==> config.mk <==
export PLATFORM = sky130hd
export DESIGN_NAME = uart_top
export DESIGN_NICKNAME = d
export VERILOG_FILES = /design/src/logic/uart_pkg.sv /design/src/logic/uart_baud_gen.sv /design/src/logic/uart_fifo.sv /design/src/logic/uart_tx.sv /design/src/logic/uart_rx.sv /design/src/logic/uart_regs.sv /design/src/logic/uart_top.sv
export SDC_FILE = /design/constraint.sdc
export NUM_CORES = 1
export LEC_CHECK = 0
export BUFFER_PORTS_ARGS = -buffer_cell sky130_fd_sc_hd__buf_4
export CAP_MARGIN = 5
export CORE_ASPECT_RATIO = 1.25
export CORE_MARGIN = 1.5
export CORE_UTILIZATION = 55
export CTS_CLUSTER_SIZE = 12
export DETAILED_ROUTE_END_ITERATION = 10
export PLACE_DENSITY = 0.71
export SYNTH_ARGS = -nofsm -noshare
export SYNTH_HDL_FRONTEND = slang
export SYNTH_HIERARCHICAL = 1
export SYNTH_SLANG_ARGS = --single-unit
==> constraint.sdc <==
create_clock -name i_clk -period 6.9 [get_ports i_clk]
set_input_delay 0.345 -clock i_clk [delete_from_list [all_inputs] [get_ports i_clk]]
set_output_delay 0.345 -clock i_clk [all_outputs]
set_load 0.05 [all_outputs]
==> src/logic/uart_pkg.sv <==
//##################################################
// uart_pkg
// shared widths, register map, frame states and
// the bus and configuration structs of the UART
//##################################################

`default_nettype none

package uart_pkg;

    localparam int FIFO_ADDR_W = 4;     // 16 entries, 15 usable
    localparam int DATA_W      = 8;
    localparam int SHIFT_W     = 11;    // start + data + parity/stop + stop
    localparam int BUS_W       = 32;
    localparam int REG_ADDR_W  = 3;

    // word index on the register bus
    typedef enum logic [REG_ADDR_W-1:0] {
        REG_TXDATA = 3'd0,
        REG_RXDATA = 3'd1,
        REG_TXCTRL = 3'd2,
        REG_RXCTRL = 3'd3,
        REG_STATUS = 3'd4,  // rx error flags, read only
        REG_SCALER = 3'd6
    } uart_reg_e;

    typedef enum logic [2:0] {
        ST_IDLE,
        ST_START,
        ST_DATA,
        ST_PARITY,
        ST_STOP
    } uart_frame_state_e;

    typedef struct packed {
        logic ena;
        logic nstop;    // second stop bit
        logic par;      // even parity bit enable
    } uart_dir_cfg_t;

    typedef struct packed {
        logic             valid;
        logic             write;
        uart_reg_e        addr;
        logic [BUS_W-1:0] wdata;
    } uart_req_t;

    typedef struct packed {
        logic             valid;
        logic [BUS_W-1:0] rdata;
    } uart_resp_t;

    typedef struct packed {
        logic parity;
        logic stopbit;
    } uart_rx_err_t;

endpackage

`default_nettype wire

==> src/logic/uart_baud_gen.sv <==
//##################################################
// uart_baud_gen
// divides the clock by the scaler into a bit-clock
// level, strobes on its rising and falling edges
//##################################################

`timescale 1ns/1ps
`default_nettype none

module uart_baud_gen import uart_pkg::*; (
    input  wire logic        i_clk,
    input  wire logic        i_nrst,
    input  wire logic [30:0] i_scaler,
    input  wire logic        i_rd,
    input  wire logic        i_tx_busy,
    input  wire logic        i_rx_busy,
    output logic             o_tx_tick,
    output logic             o_rx_tick
);

    logic [30:0] cnt;
    logic [30:0] scaler_q;
    logic        level;
    logic        wrap;
    logic        idle_line;

    // no wrap in the cycle the scaler gets a new value
    assign wrap = (i_scaler != '0) && (i_scaler == scaler_q)
                  && (cnt == i_scaler - 31'd1);

    assign o_tx_tick = wrap & ~level;   // level about to rise
    assign o_rx_tick = wrap & level;    // level about to fall

    // nothing in flight, so phase can follow the next start edge
    assign idle_line = ~i_rx_busy & i_rd & ~i_tx_busy;

    always_ff @(posedge i_clk or negedge i_nrst) begin
        if (!i_nrst) begin
            cnt      <= '0;
            scaler_q <= '0;
            level    <= 1'b1;
        end else begin
            scaler_q <= i_scaler;
            if (i_scaler != scaler_q) begin
                cnt <= '0;
            end else if (i_scaler != '0) begin
                if (idle_line) begin
                    cnt   <= '0;
                    level <= 1'b1;
                end else if (wrap) begin
                    cnt   <= '0;
                    level <= ~level;
                end else begin
                    cnt <= cnt + 31'd1;
                end
            end
        end
    end

endmodule

`default_nettype wire

==> src/logic/uart_fifo.sv <==
//##################################################
// uart_fifo
// 16-entry byte FIFO, head visible without a pop
// pushes when full and pops when empty are dropped
//##################################################

`timescale 1ns/1ps
`default_nettype none

module uart_fifo import uart_pkg::*; (
    input  wire logic              i_clk,
    input  wire logic              i_nrst,
    input  wire logic              i_push,
    input  wire logic [DATA_W-1:0] i_wdata,
    input  wire logic              i_pop,
    output logic      [DATA_W-1:0] o_rdata,
    output logic                   o_full,
    output logic                   o_empty
);

    logic [DATA_W-1:0]      mem [0:(1 << FIFO_ADDR_W)-1];
    logic [FIFO_ADDR_W-1:0] wr_ptr;
    logic [FIFO_ADDR_W-1:0] rd_ptr;
    logic [FIFO_ADDR_W-1:0] wr_ptr_nxt;
    logic                   do_push;
    logic                   do_pop;

    assign wr_ptr_nxt = wr_ptr + 1'b1;

    // one slot stays free to tell full from empty
    assign o_full  = (wr_ptr_nxt == rd_ptr);
    assign o_empty = (wr_ptr == rd_ptr);
    assign o_rdata = mem[rd_ptr];

    assign do_push = i_push & ~o_full;
    assign do_pop  = i_pop & ~o_empty;

    always_ff @(posedge i_clk or negedge i_nrst) begin
        if (!i_nrst) begin
            wr_ptr <= '0;
            rd_ptr <= '0;
        end else begin
            if (do_push) begin
                wr_ptr <= wr_ptr_nxt;
            end
            if (do_pop) begin
                rd_ptr <= rd_ptr + 1'b1;
            end
        end
    end

    always_ff @(posedge i_clk) begin
        if (do_push) begin
            mem[wr_ptr] <= i_wdata;
        end
    end

endmodule

`default_nettype wire

==> src/logic/uart_tx.sv <==
//##################################################
// uart_tx
// transmit frame FSM, shifts start, 8 data bits,
// optional even parity and 1 or 2 stop bits
//##################################################

`timescale 1ns/1ps
`default_nettype none

module uart_tx import uart_pkg::*; (
    input  wire logic              i_clk,
    input  wire logic              i_nrst,
    input  wire logic              i_tick,
    input  wire uart_dir_cfg_t     i_cfg,
    input  wire logic              i_empty,
    input  wire logic [DATA_W-1:0] i_data,
    output logic                   o_pop,
    output logic                   o_td,
    output logic                   o_busy
);

    uart_frame_state_e  state;
    logic [SHIFT_W-1:0] shift;
    logic [3:0]         frame_cnt;
    logic               stop_cnt;
    logic               start;

    assign start  = i_tick && (state == ST_IDLE) && !i_empty && i_cfg.ena;
    assign o_pop  = start;
    assign o_td   = shift[0];
    assign o_busy = (state != ST_IDLE) || !i_empty;

    always_ff @(posedge i_clk or negedge i_nrst) begin
        if (!i_nrst) begin
            state     <= ST_IDLE;
            shift     <= '1;    // line idles high
            frame_cnt <= '0;
            stop_cnt  <= 1'b0;
        end else if (i_tick) begin
            case (state)
                ST_IDLE: begin
                    if (start) begin
                        if (i_cfg.par) begin
                            shift <= {1'b1, ^i_data, i_data, 1'b0};
                        end else begin
                            shift <= {2'b11, i_data, 1'b0};
                        end
                        state     <= ST_START;
                        frame_cnt <= '0;
                    end else begin
                        shift <= '1;
                    end
                end
                ST_START: state <= ST_DATA;
                ST_DATA: begin
                    if (frame_cnt == 4'd8) begin    // last data bit on the line
                        state    <= i_cfg.par ? ST_PARITY : ST_STOP;
                        stop_cnt <= i_cfg.nstop;
                    end
                end
                ST_PARITY: begin
                    state    <= ST_STOP;
                    stop_cnt <= i_cfg.nstop;
                end
                ST_STOP: begin
                    if (!stop_cnt) begin
                        state <= ST_IDLE;
                    end
                    stop_cnt <= 1'b0;
                end
                default: state <= ST_IDLE;
            endcase

            if (state != ST_IDLE) begin
                frame_cnt <= frame_cnt + 4'd1;
                shift     <= {1'b1, shift[SHIFT_W-1:1]};
            end
        end
    end

endmodule

`default_nettype wire

==> src/logic/uart_rx.sv <==
//##################################################
// uart_rx
// receive frame FSM, samples at the bit centre,
// checks parity and stop bits, pushes the byte
//##################################################

`timescale 1ns/1ps
`default_nettype none

module uart_rx import uart_pkg::*; (
    input  wire logic          i_clk,
    input  wire logic          i_nrst,
    input  wire logic          i_tick,
    input  wire uart_dir_cfg_t i_cfg,
    input  wire logic          i_rd,
    output logic               o_push,
    output logic [DATA_W-1:0]  o_data,
    output uart_rx_err_t       o_err,
    output logic               o_busy
);

    uart_frame_state_e state;
    logic [DATA_W-1:0] shift;
    logic [2:0]        bit_cnt;
    logic              stop_cnt;
    logic              stop_low;    // first of two stop bits was low

    assign o_data = shift;
    assign o_busy = (state != ST_IDLE);
    assign o_push = i_tick && (state == ST_STOP) && !stop_cnt;

    always_ff @(posedge i_clk or negedge i_nrst) begin
        if (!i_nrst) begin
            state    <= ST_IDLE;
            shift    <= '0;
            bit_cnt  <= '0;
            stop_cnt <= 1'b0;
            stop_low <= 1'b0;
            o_err    <= '0;
        end else if (i_tick) begin
            case (state)
                ST_IDLE: begin
                    // this tick is the middle of the start bit
                    if (!i_rd && i_cfg.ena) begin
                        state   <= ST_DATA;
                        shift   <= '0;
                        bit_cnt <= '0;
                    end
                end
                ST_DATA: begin
                    shift <= {i_rd, shift[DATA_W-1:1]};    // lsb first
                    if (bit_cnt == 3'd7) begin
                        state    <= i_cfg.par ? ST_PARITY : ST_STOP;
                        stop_cnt <= i_cfg.nstop;
                        stop_low <= 1'b0;
                    end else begin
                        bit_cnt <= bit_cnt + 3'd1;
                    end
                end
                ST_PARITY: begin
                    o_err.parity <= (^shift) ^ i_rd;   // even parity
                    state        <= ST_STOP;
                    stop_cnt     <= i_cfg.nstop;
                    stop_low     <= 1'b0;
                end
                ST_STOP: begin
                    if (stop_cnt) begin
                        stop_low <= ~i_rd;
                        stop_cnt <= 1'b0;
                    end else begin
                        o_err.stopbit <= ~i_rd | stop_low;
                        state         <= ST_IDLE;
                    end
                end
                default: state <= ST_IDLE;
            endcase
        end
    end

endmodule

`default_nettype wire

==> src/logic/uart_regs.sv <==
//##################################################
// uart_regs
// register decode for the UART, control and scaler
// registers, FIFO strobes, one-cycle read response
//##################################################

`timescale 1ns/1ps
`default_nettype none

module uart_regs import uart_pkg::*; (
    input  wire logic              i_clk,
    input  wire logic              i_nrst,
    input  wire uart_req_t         i_req,
    input  wire logic              i_tx_full,
    input  wire logic              i_rx_empty,
    input  wire logic [DATA_W-1:0] i_rx_data,
    input  wire uart_rx_err_t      i_rx_err,
    output uart_resp_t             o_resp,
    output uart_dir_cfg_t          o_tx_cfg,
    output uart_dir_cfg_t          o_rx_cfg,
    output logic [30:0]            o_scaler,
    output logic                   o_tx_push,
    output logic [DATA_W-1:0]      o_tx_wdata,
    output logic                   o_rx_pop
);

    logic [BUS_W-1:0] rdata;
    logic             wr_en;
    logic             rd_en;

    assign wr_en      = i_req.valid & i_req.write;
    assign rd_en      = i_req.valid & ~i_req.write;
    assign o_tx_wdata = i_req.wdata[DATA_W-1:0];

    always_comb begin
        rdata     = '0;
        o_tx_push = 1'b0;
        o_rx_pop  = 1'b0;
        case (i_req.addr)
            REG_TXDATA: begin
                rdata[31] = i_tx_full;
                o_tx_push = wr_en;
            end
            REG_RXDATA: begin
                rdata[31]         = i_rx_empty;
                rdata[DATA_W-1:0] = i_rx_data;
                o_rx_pop          = rd_en;     // empty fifo ignores it
            end
            REG_TXCTRL: rdata[2:0] = {o_tx_cfg.par, o_tx_cfg.nstop, o_tx_cfg.ena};
            REG_RXCTRL: rdata[2:0] = {o_rx_cfg.par, o_rx_cfg.nstop, o_rx_cfg.ena};
            REG_STATUS: rdata[1:0] = {i_rx_err.stopbit, i_rx_err.parity};
            REG_SCALER: rdata[30:0] = o_scaler;
            default: rdata = '0;
        endcase
    end

    always_ff @(posedge i_clk or negedge i_nrst) begin
        if (!i_nrst) begin
            o_tx_cfg <= '0;
            o_rx_cfg <= '0;
            o_scaler <= '0;
        end else if (wr_en) begin
            case (i_req.addr)
                REG_TXCTRL: begin
                    o_tx_cfg.ena   <= i_req.wdata[0];
                    o_tx_cfg.nstop <= i_req.wdata[1];
                    o_tx_cfg.par   <= i_req.wdata[2];
                end
                REG_RXCTRL: begin
                    o_rx_cfg.ena   <= i_req.wdata[0];
                    o_rx_cfg.nstop <= i_req.wdata[1];
                    o_rx_cfg.par   <= i_req.wdata[2];
                end
                REG_SCALER: o_scaler <= i_req.wdata[30:0];
                default: ;
            endcase
        end
    end

    // response lands exactly one cycle after the request
    always_ff @(posedge i_clk or negedge i_nrst) begin
        if (!i_nrst) begin
            o_resp <= '0;
        end else begin
            o_resp.valid <= i_req.valid;
            o_resp.rdata <= rdata;
        end
    end

endmodule

`default_nettype wire

==> src/logic/uart_top.sv <==
//##################################################
// uart_top
// UART core, register block, two byte FIFOs,
// baud generator, transmitter and receiver
//##################################################

`timescale 1ns/1ps
`default_nettype none

module uart_top import uart_pkg::*; (
    input  wire logic      i_clk,
    input  wire logic      i_nrst,
    input  wire uart_req_t i_req,
    input  wire logic      i_rd,
    output uart_resp_t     o_resp,
    output logic           o_td
);

    uart_dir_cfg_t     tx_cfg;
    uart_dir_cfg_t     rx_cfg;
    uart_rx_err_t      rx_err;
    logic [30:0]       scaler;
    logic              tx_push;
    logic [DATA_W-1:0] tx_wdata;
    logic              tx_full;
    logic              tx_empty;
    logic [DATA_W-1:0] tx_head;
    logic              tx_pop;
    logic              tx_busy;
    logic              tx_tick;
    logic              rx_push;
    logic [DATA_W-1:0] rx_data;
    logic              rx_pop;
    logic              rx_empty;
    logic [DATA_W-1:0] rx_head;
    logic              rx_busy;
    logic              rx_tick;

    uart_regs regs_i (
        .i_clk      (i_clk),
        .i_nrst     (i_nrst),
        .i_req      (i_req),
        .i_tx_full  (tx_full),
        .i_rx_empty (rx_empty),
        .i_rx_data  (rx_head),
        .i_rx_err   (rx_err),
        .o_resp     (o_resp),
        .o_tx_cfg   (tx_cfg),
        .o_rx_cfg   (rx_cfg),
        .o_scaler   (scaler),
        .o_tx_push  (tx_push),
        .o_tx_wdata (tx_wdata),
        .o_rx_pop   (rx_pop)
    );

    uart_baud_gen baud_i (
        .i_clk     (i_clk),
        .i_nrst    (i_nrst),
        .i_scaler  (scaler),
        .i_rd      (i_rd),
        .i_tx_busy (tx_busy),
        .i_rx_busy (rx_busy),
        .o_tx_tick (tx_tick),
        .o_rx_tick (rx_tick)
    );

    uart_fifo tx_fifo (
        .i_clk   (i_clk),
        .i_nrst  (i_nrst),
        .i_push  (tx_push),
        .i_wdata (tx_wdata),
        .i_pop   (tx_pop),
        .o_rdata (tx_head),
        .o_full  (tx_full),
        .o_empty (tx_empty)
    );

    uart_fifo rx_fifo (
        .i_clk   (i_clk),
        .i_nrst  (i_nrst),
        .i_push  (rx_push),
        .i_wdata (rx_data),
        .i_pop   (rx_pop),
        .o_rdata (rx_head),
        .o_full  (),            // overflow bytes are dropped in the fifo
        .o_empty (rx_empty)
    );

    uart_tx tx_i (
        .i_clk   (i_clk),
        .i_nrst  (i_nrst),
        .i_tick  (tx_tick),
        .i_cfg   (tx_cfg),
        .i_empty (tx_empty),
        .i_data  (tx_head),
        .o_pop   (tx_pop),
        .o_td    (o_td),
        .o_busy  (tx_busy)
    );

    uart_rx rx_i (
        .i_clk  (i_clk),
        .i_nrst (i_nrst),
        .i_tick (rx_tick),
        .i_cfg  (rx_cfg),
        .i_rd   (i_rd),
        .o_push (rx_push),
        .o_data (rx_data),
        .o_err  (rx_err),
        .o_busy (rx_busy)
    );

endmodule

`default_nettype wire

==> summary.txt <==
Cells and area
  – Final Util: 0.622
  – Area of the multi-input gates: slightly above 7000 um2
  – Area delta synth->final: 11.9%
  – Fill cells: 2,680
  – Register area: around 12,000 um2
  – Commonest non-fill, non-tap cell in the layout: edfxtp_1
  – Layout Nets: 1,513
  – Commonest cells after routing, fill and taps aside: edfxtp_1, dfrtp_1, nor2_1, buf_4, nand2_1
  – Layout cells sized above 1: 0.181

Setup path
  – Worst-path fanout max: 13
  – CP Depth: 12
  – Reg2reg end: rx_fifo/mem[10][3]
  – Register-to-register setup slack: 1.39 ns
  – Cell family with most CP delay: simple AND/OR/NAND/NOR gates
  – Critical path cell sequence: or3_1, or4_1, nor4_2, mux2_2, mux2i_1, a21oi_1, nor4_4, and2_1, nand3_1, nor2_1, o211ai_1, nor2_1
  – R2R depth: 12
  – Startpoint class of the critical path: flop
  – Arrival @ worst endpoint: 5.69 ns
  – WP buf/inv: 0
  – Req. time, crit path: approximately 7.1 ns
  – Critical R2R Launch: regs_i/o_scaler[6]
  – CP peak stage delay: 0.69 ns
  – CP most frequent cell: nor2_1
  – Slowest-stage cell, CP: nor2_1
  – Critical path startpoint: regs_i/o_scaler[6]
  – Setup crit end: rx_fifo/mem[10][3]
  – WS Path Type: reg -> reg
  – Crit end category: flop

Power
  – Switching share of power: 0.268
  – LEAKAGE: 8.03 nW
  – Int Pwr: 4.64 mW
  – Switching power: 1.70 mW
  – Combinational power share: 0.142
  – Worst vdd rail ir drop: around 240 uV
  – PwrDens: around 280 nW/um2
  – Reg power frac: 0.498
  – Clk pwr share: 0.361

STA
  – Setup Viol. Count Final: 0
  – Max_slew headroom: 0.208
  – Final Max Tran Viols: 0
  – RSZ-0062 raised after global routing: false
  – Period utilization: 0.799
  – Final Critical Period: 5.51 ns
  – F_max: 181 MHz
  – Clock Skew: 0.0325 ns
  – Setup TNS: 0 ns
  – Least-Margin Pin Slew: around 1.2 ns
  – Hold Vio Cnt, Final: 0

Clock network
  – CTS buffer count: 45
  – Depth of the CTS H-tree: 2
  – Clock sink total: around 440
  – Worst skew pair latency: 0.57 ns
  – TritonCTS clock tree: yes
  – Post-cts resize count: 0
  – CTS Buffer Depth: 3
  – Post-CTS setup buffers: 0
  – Worst-path clk slew: 0.06 ns
  – CTS root buffer: clkbuf_16
  – Cts-stage hold buffer count: 21

Global route
  – First-pass GRT wire length: 67.8 mm
  – Global-route usage over all layers: 0.233
  – Grt total ovfl: 0
  – Initial antenna violation count: 2
  – Number of global-route vias before repair: 11,707
  – Largest net degree at the start of global routing: 115

Placed design
  – Port buffer count: 72
  – GP Congestion: approximately 0.84
  – Hpwl dp: 28.2 mm

Die
  – I/O pins: 74
  – Die Span Y: 217 um
  – Die ar.: 37,700 um2
  – Die Wd: 174 um
  – Starting Density: 0.556
  – Rows: 78
  – Core area: 36,100 um2

Synthesis
  – Synth warn: 6
  – Cell Area, Synth: 20,100 um2
  – Net Count, Synth: between 1,000 and 1,500
  – Syn Area/Cell: 14.5 um2
  – Post-synthesis cell count: 1,381

Run status
  – Status: completed

Routing
  – Post-route ant nets: 0
  – DRT Pass-1 Iters: 5
  – Wire per inst: 21.9 um
  – Initial DRC count: 957
  – Vias per inst: between 6 and 7
  – Wirelength, routed: 43.2 mm
  – DR DRC count: 0
  – Via count: between 10,000 and 15,000

Worst hold path
  – Hold Crit Class: in -> reg

Flow run
  – Max-cap viol count: 0
## state kept, by name, summed over array words and instances (netlist names), 8 cells and up
signal,cells
tx_i/shift,10
regs_i/o_scaler,31
rx_i/o_data,8
baud_i/cnt,31
baud_i/scaler_q,31
rx_fifo/mem,128
tx_fifo/mem,128
regs_i/o_resp,33
## layout make-up
class | instances | area share
repair buffers | 115 | 0.0410
inverters | 24 | 0.00401
clock buffers | 71 | 0.0567
multi-input cells | 829 | 0.318
diodes | 1 | 0.000111
well taps | 480 | 0.0267
flip-flops and latches | 441 | 0.549
clock inverters | 9 | 0.00456
## how the worst min path moves through the flow
stage | start | end | slack, ns | cells past startpoint
3_3_place_gp | rx_i/stop_low | rx_i/stop_low | 0.45 | 1
3_5_place_dp | rx_i/stop_low | rx_i/stop_low | 0.46 | 1
5_1_grt | i_req[11] | regs_i/o_scaler[11] | 0.008 | 2
4_1_cts | i_req[11] | regs_i/o_scaler[11] | 0.001 | 2
2_1_floorplan | i_nrst | baud_i/cnt[0] | 0.05 | 0
6_report | i_req[11] | regs_i/o_scaler[11] | 0.03 | 2
## power by group through the flow
stage	clock, mW	combinational [mW]	sequential [mW]
floorplan	0	0.707	3.11
global placement	0	0.873	3.19
detailed placement	0	0.883	3.20
CTS	2.34	0.900	3.15
global route	2.44	0.969	3.17
finish	2.28	0.898	3.15
## metal layers
| layer | up-vias | global-route usage | share of wire |
|---|---|---|---|
| met2 | 370 | 0.385 | 0.50 |
| met1 | 6007 | 0.321 | 0.42 |
| met4 | 2 | 0.0767 | 0.029 |
| li1 | 5416 | - | - |
| met3 | 81 | 0.0344 | 0.054 |
| met5 | - | 0 | 0.00021 |
## per-stage QoR
step / worst slack [ns] / area (um2) / hold WS (ns) / cells / total power, mW
final: 1.39 / 22500 / 0.0250 / 1970 / 6.33
after global routing: 1.07 / 22500 / 0.00826 / 1969 / 6.58
after CTS: 1.43 / 22500 / 0.00104 / 1969 / 6.39
after detailed placement: 1.45 / 20900 / 0.459 / 1868 / 4.08
after global placement: 1.54 / 20900 / 0.451 / 1868 / 4.07
after floorplan: 1.48 / 20100 / 0.0494 / 1381 / 3.82
## worst reg2reg max path: stages, from the launching register on
cell	delay, ns
dfrtp_1	0.55
or3_1	0.49
or4_1	0.65
nor4_2	0.40
mux2_2	0.37
mux2i_1	0.12
a21oi_1	0.12
nor4_4	0.42
and2_1	0.40
nand3_1	0.15
nor2_1	0.42
o211ai_1	0.33
nor2_1	0.70
Power figures use the tool's default switching activity.
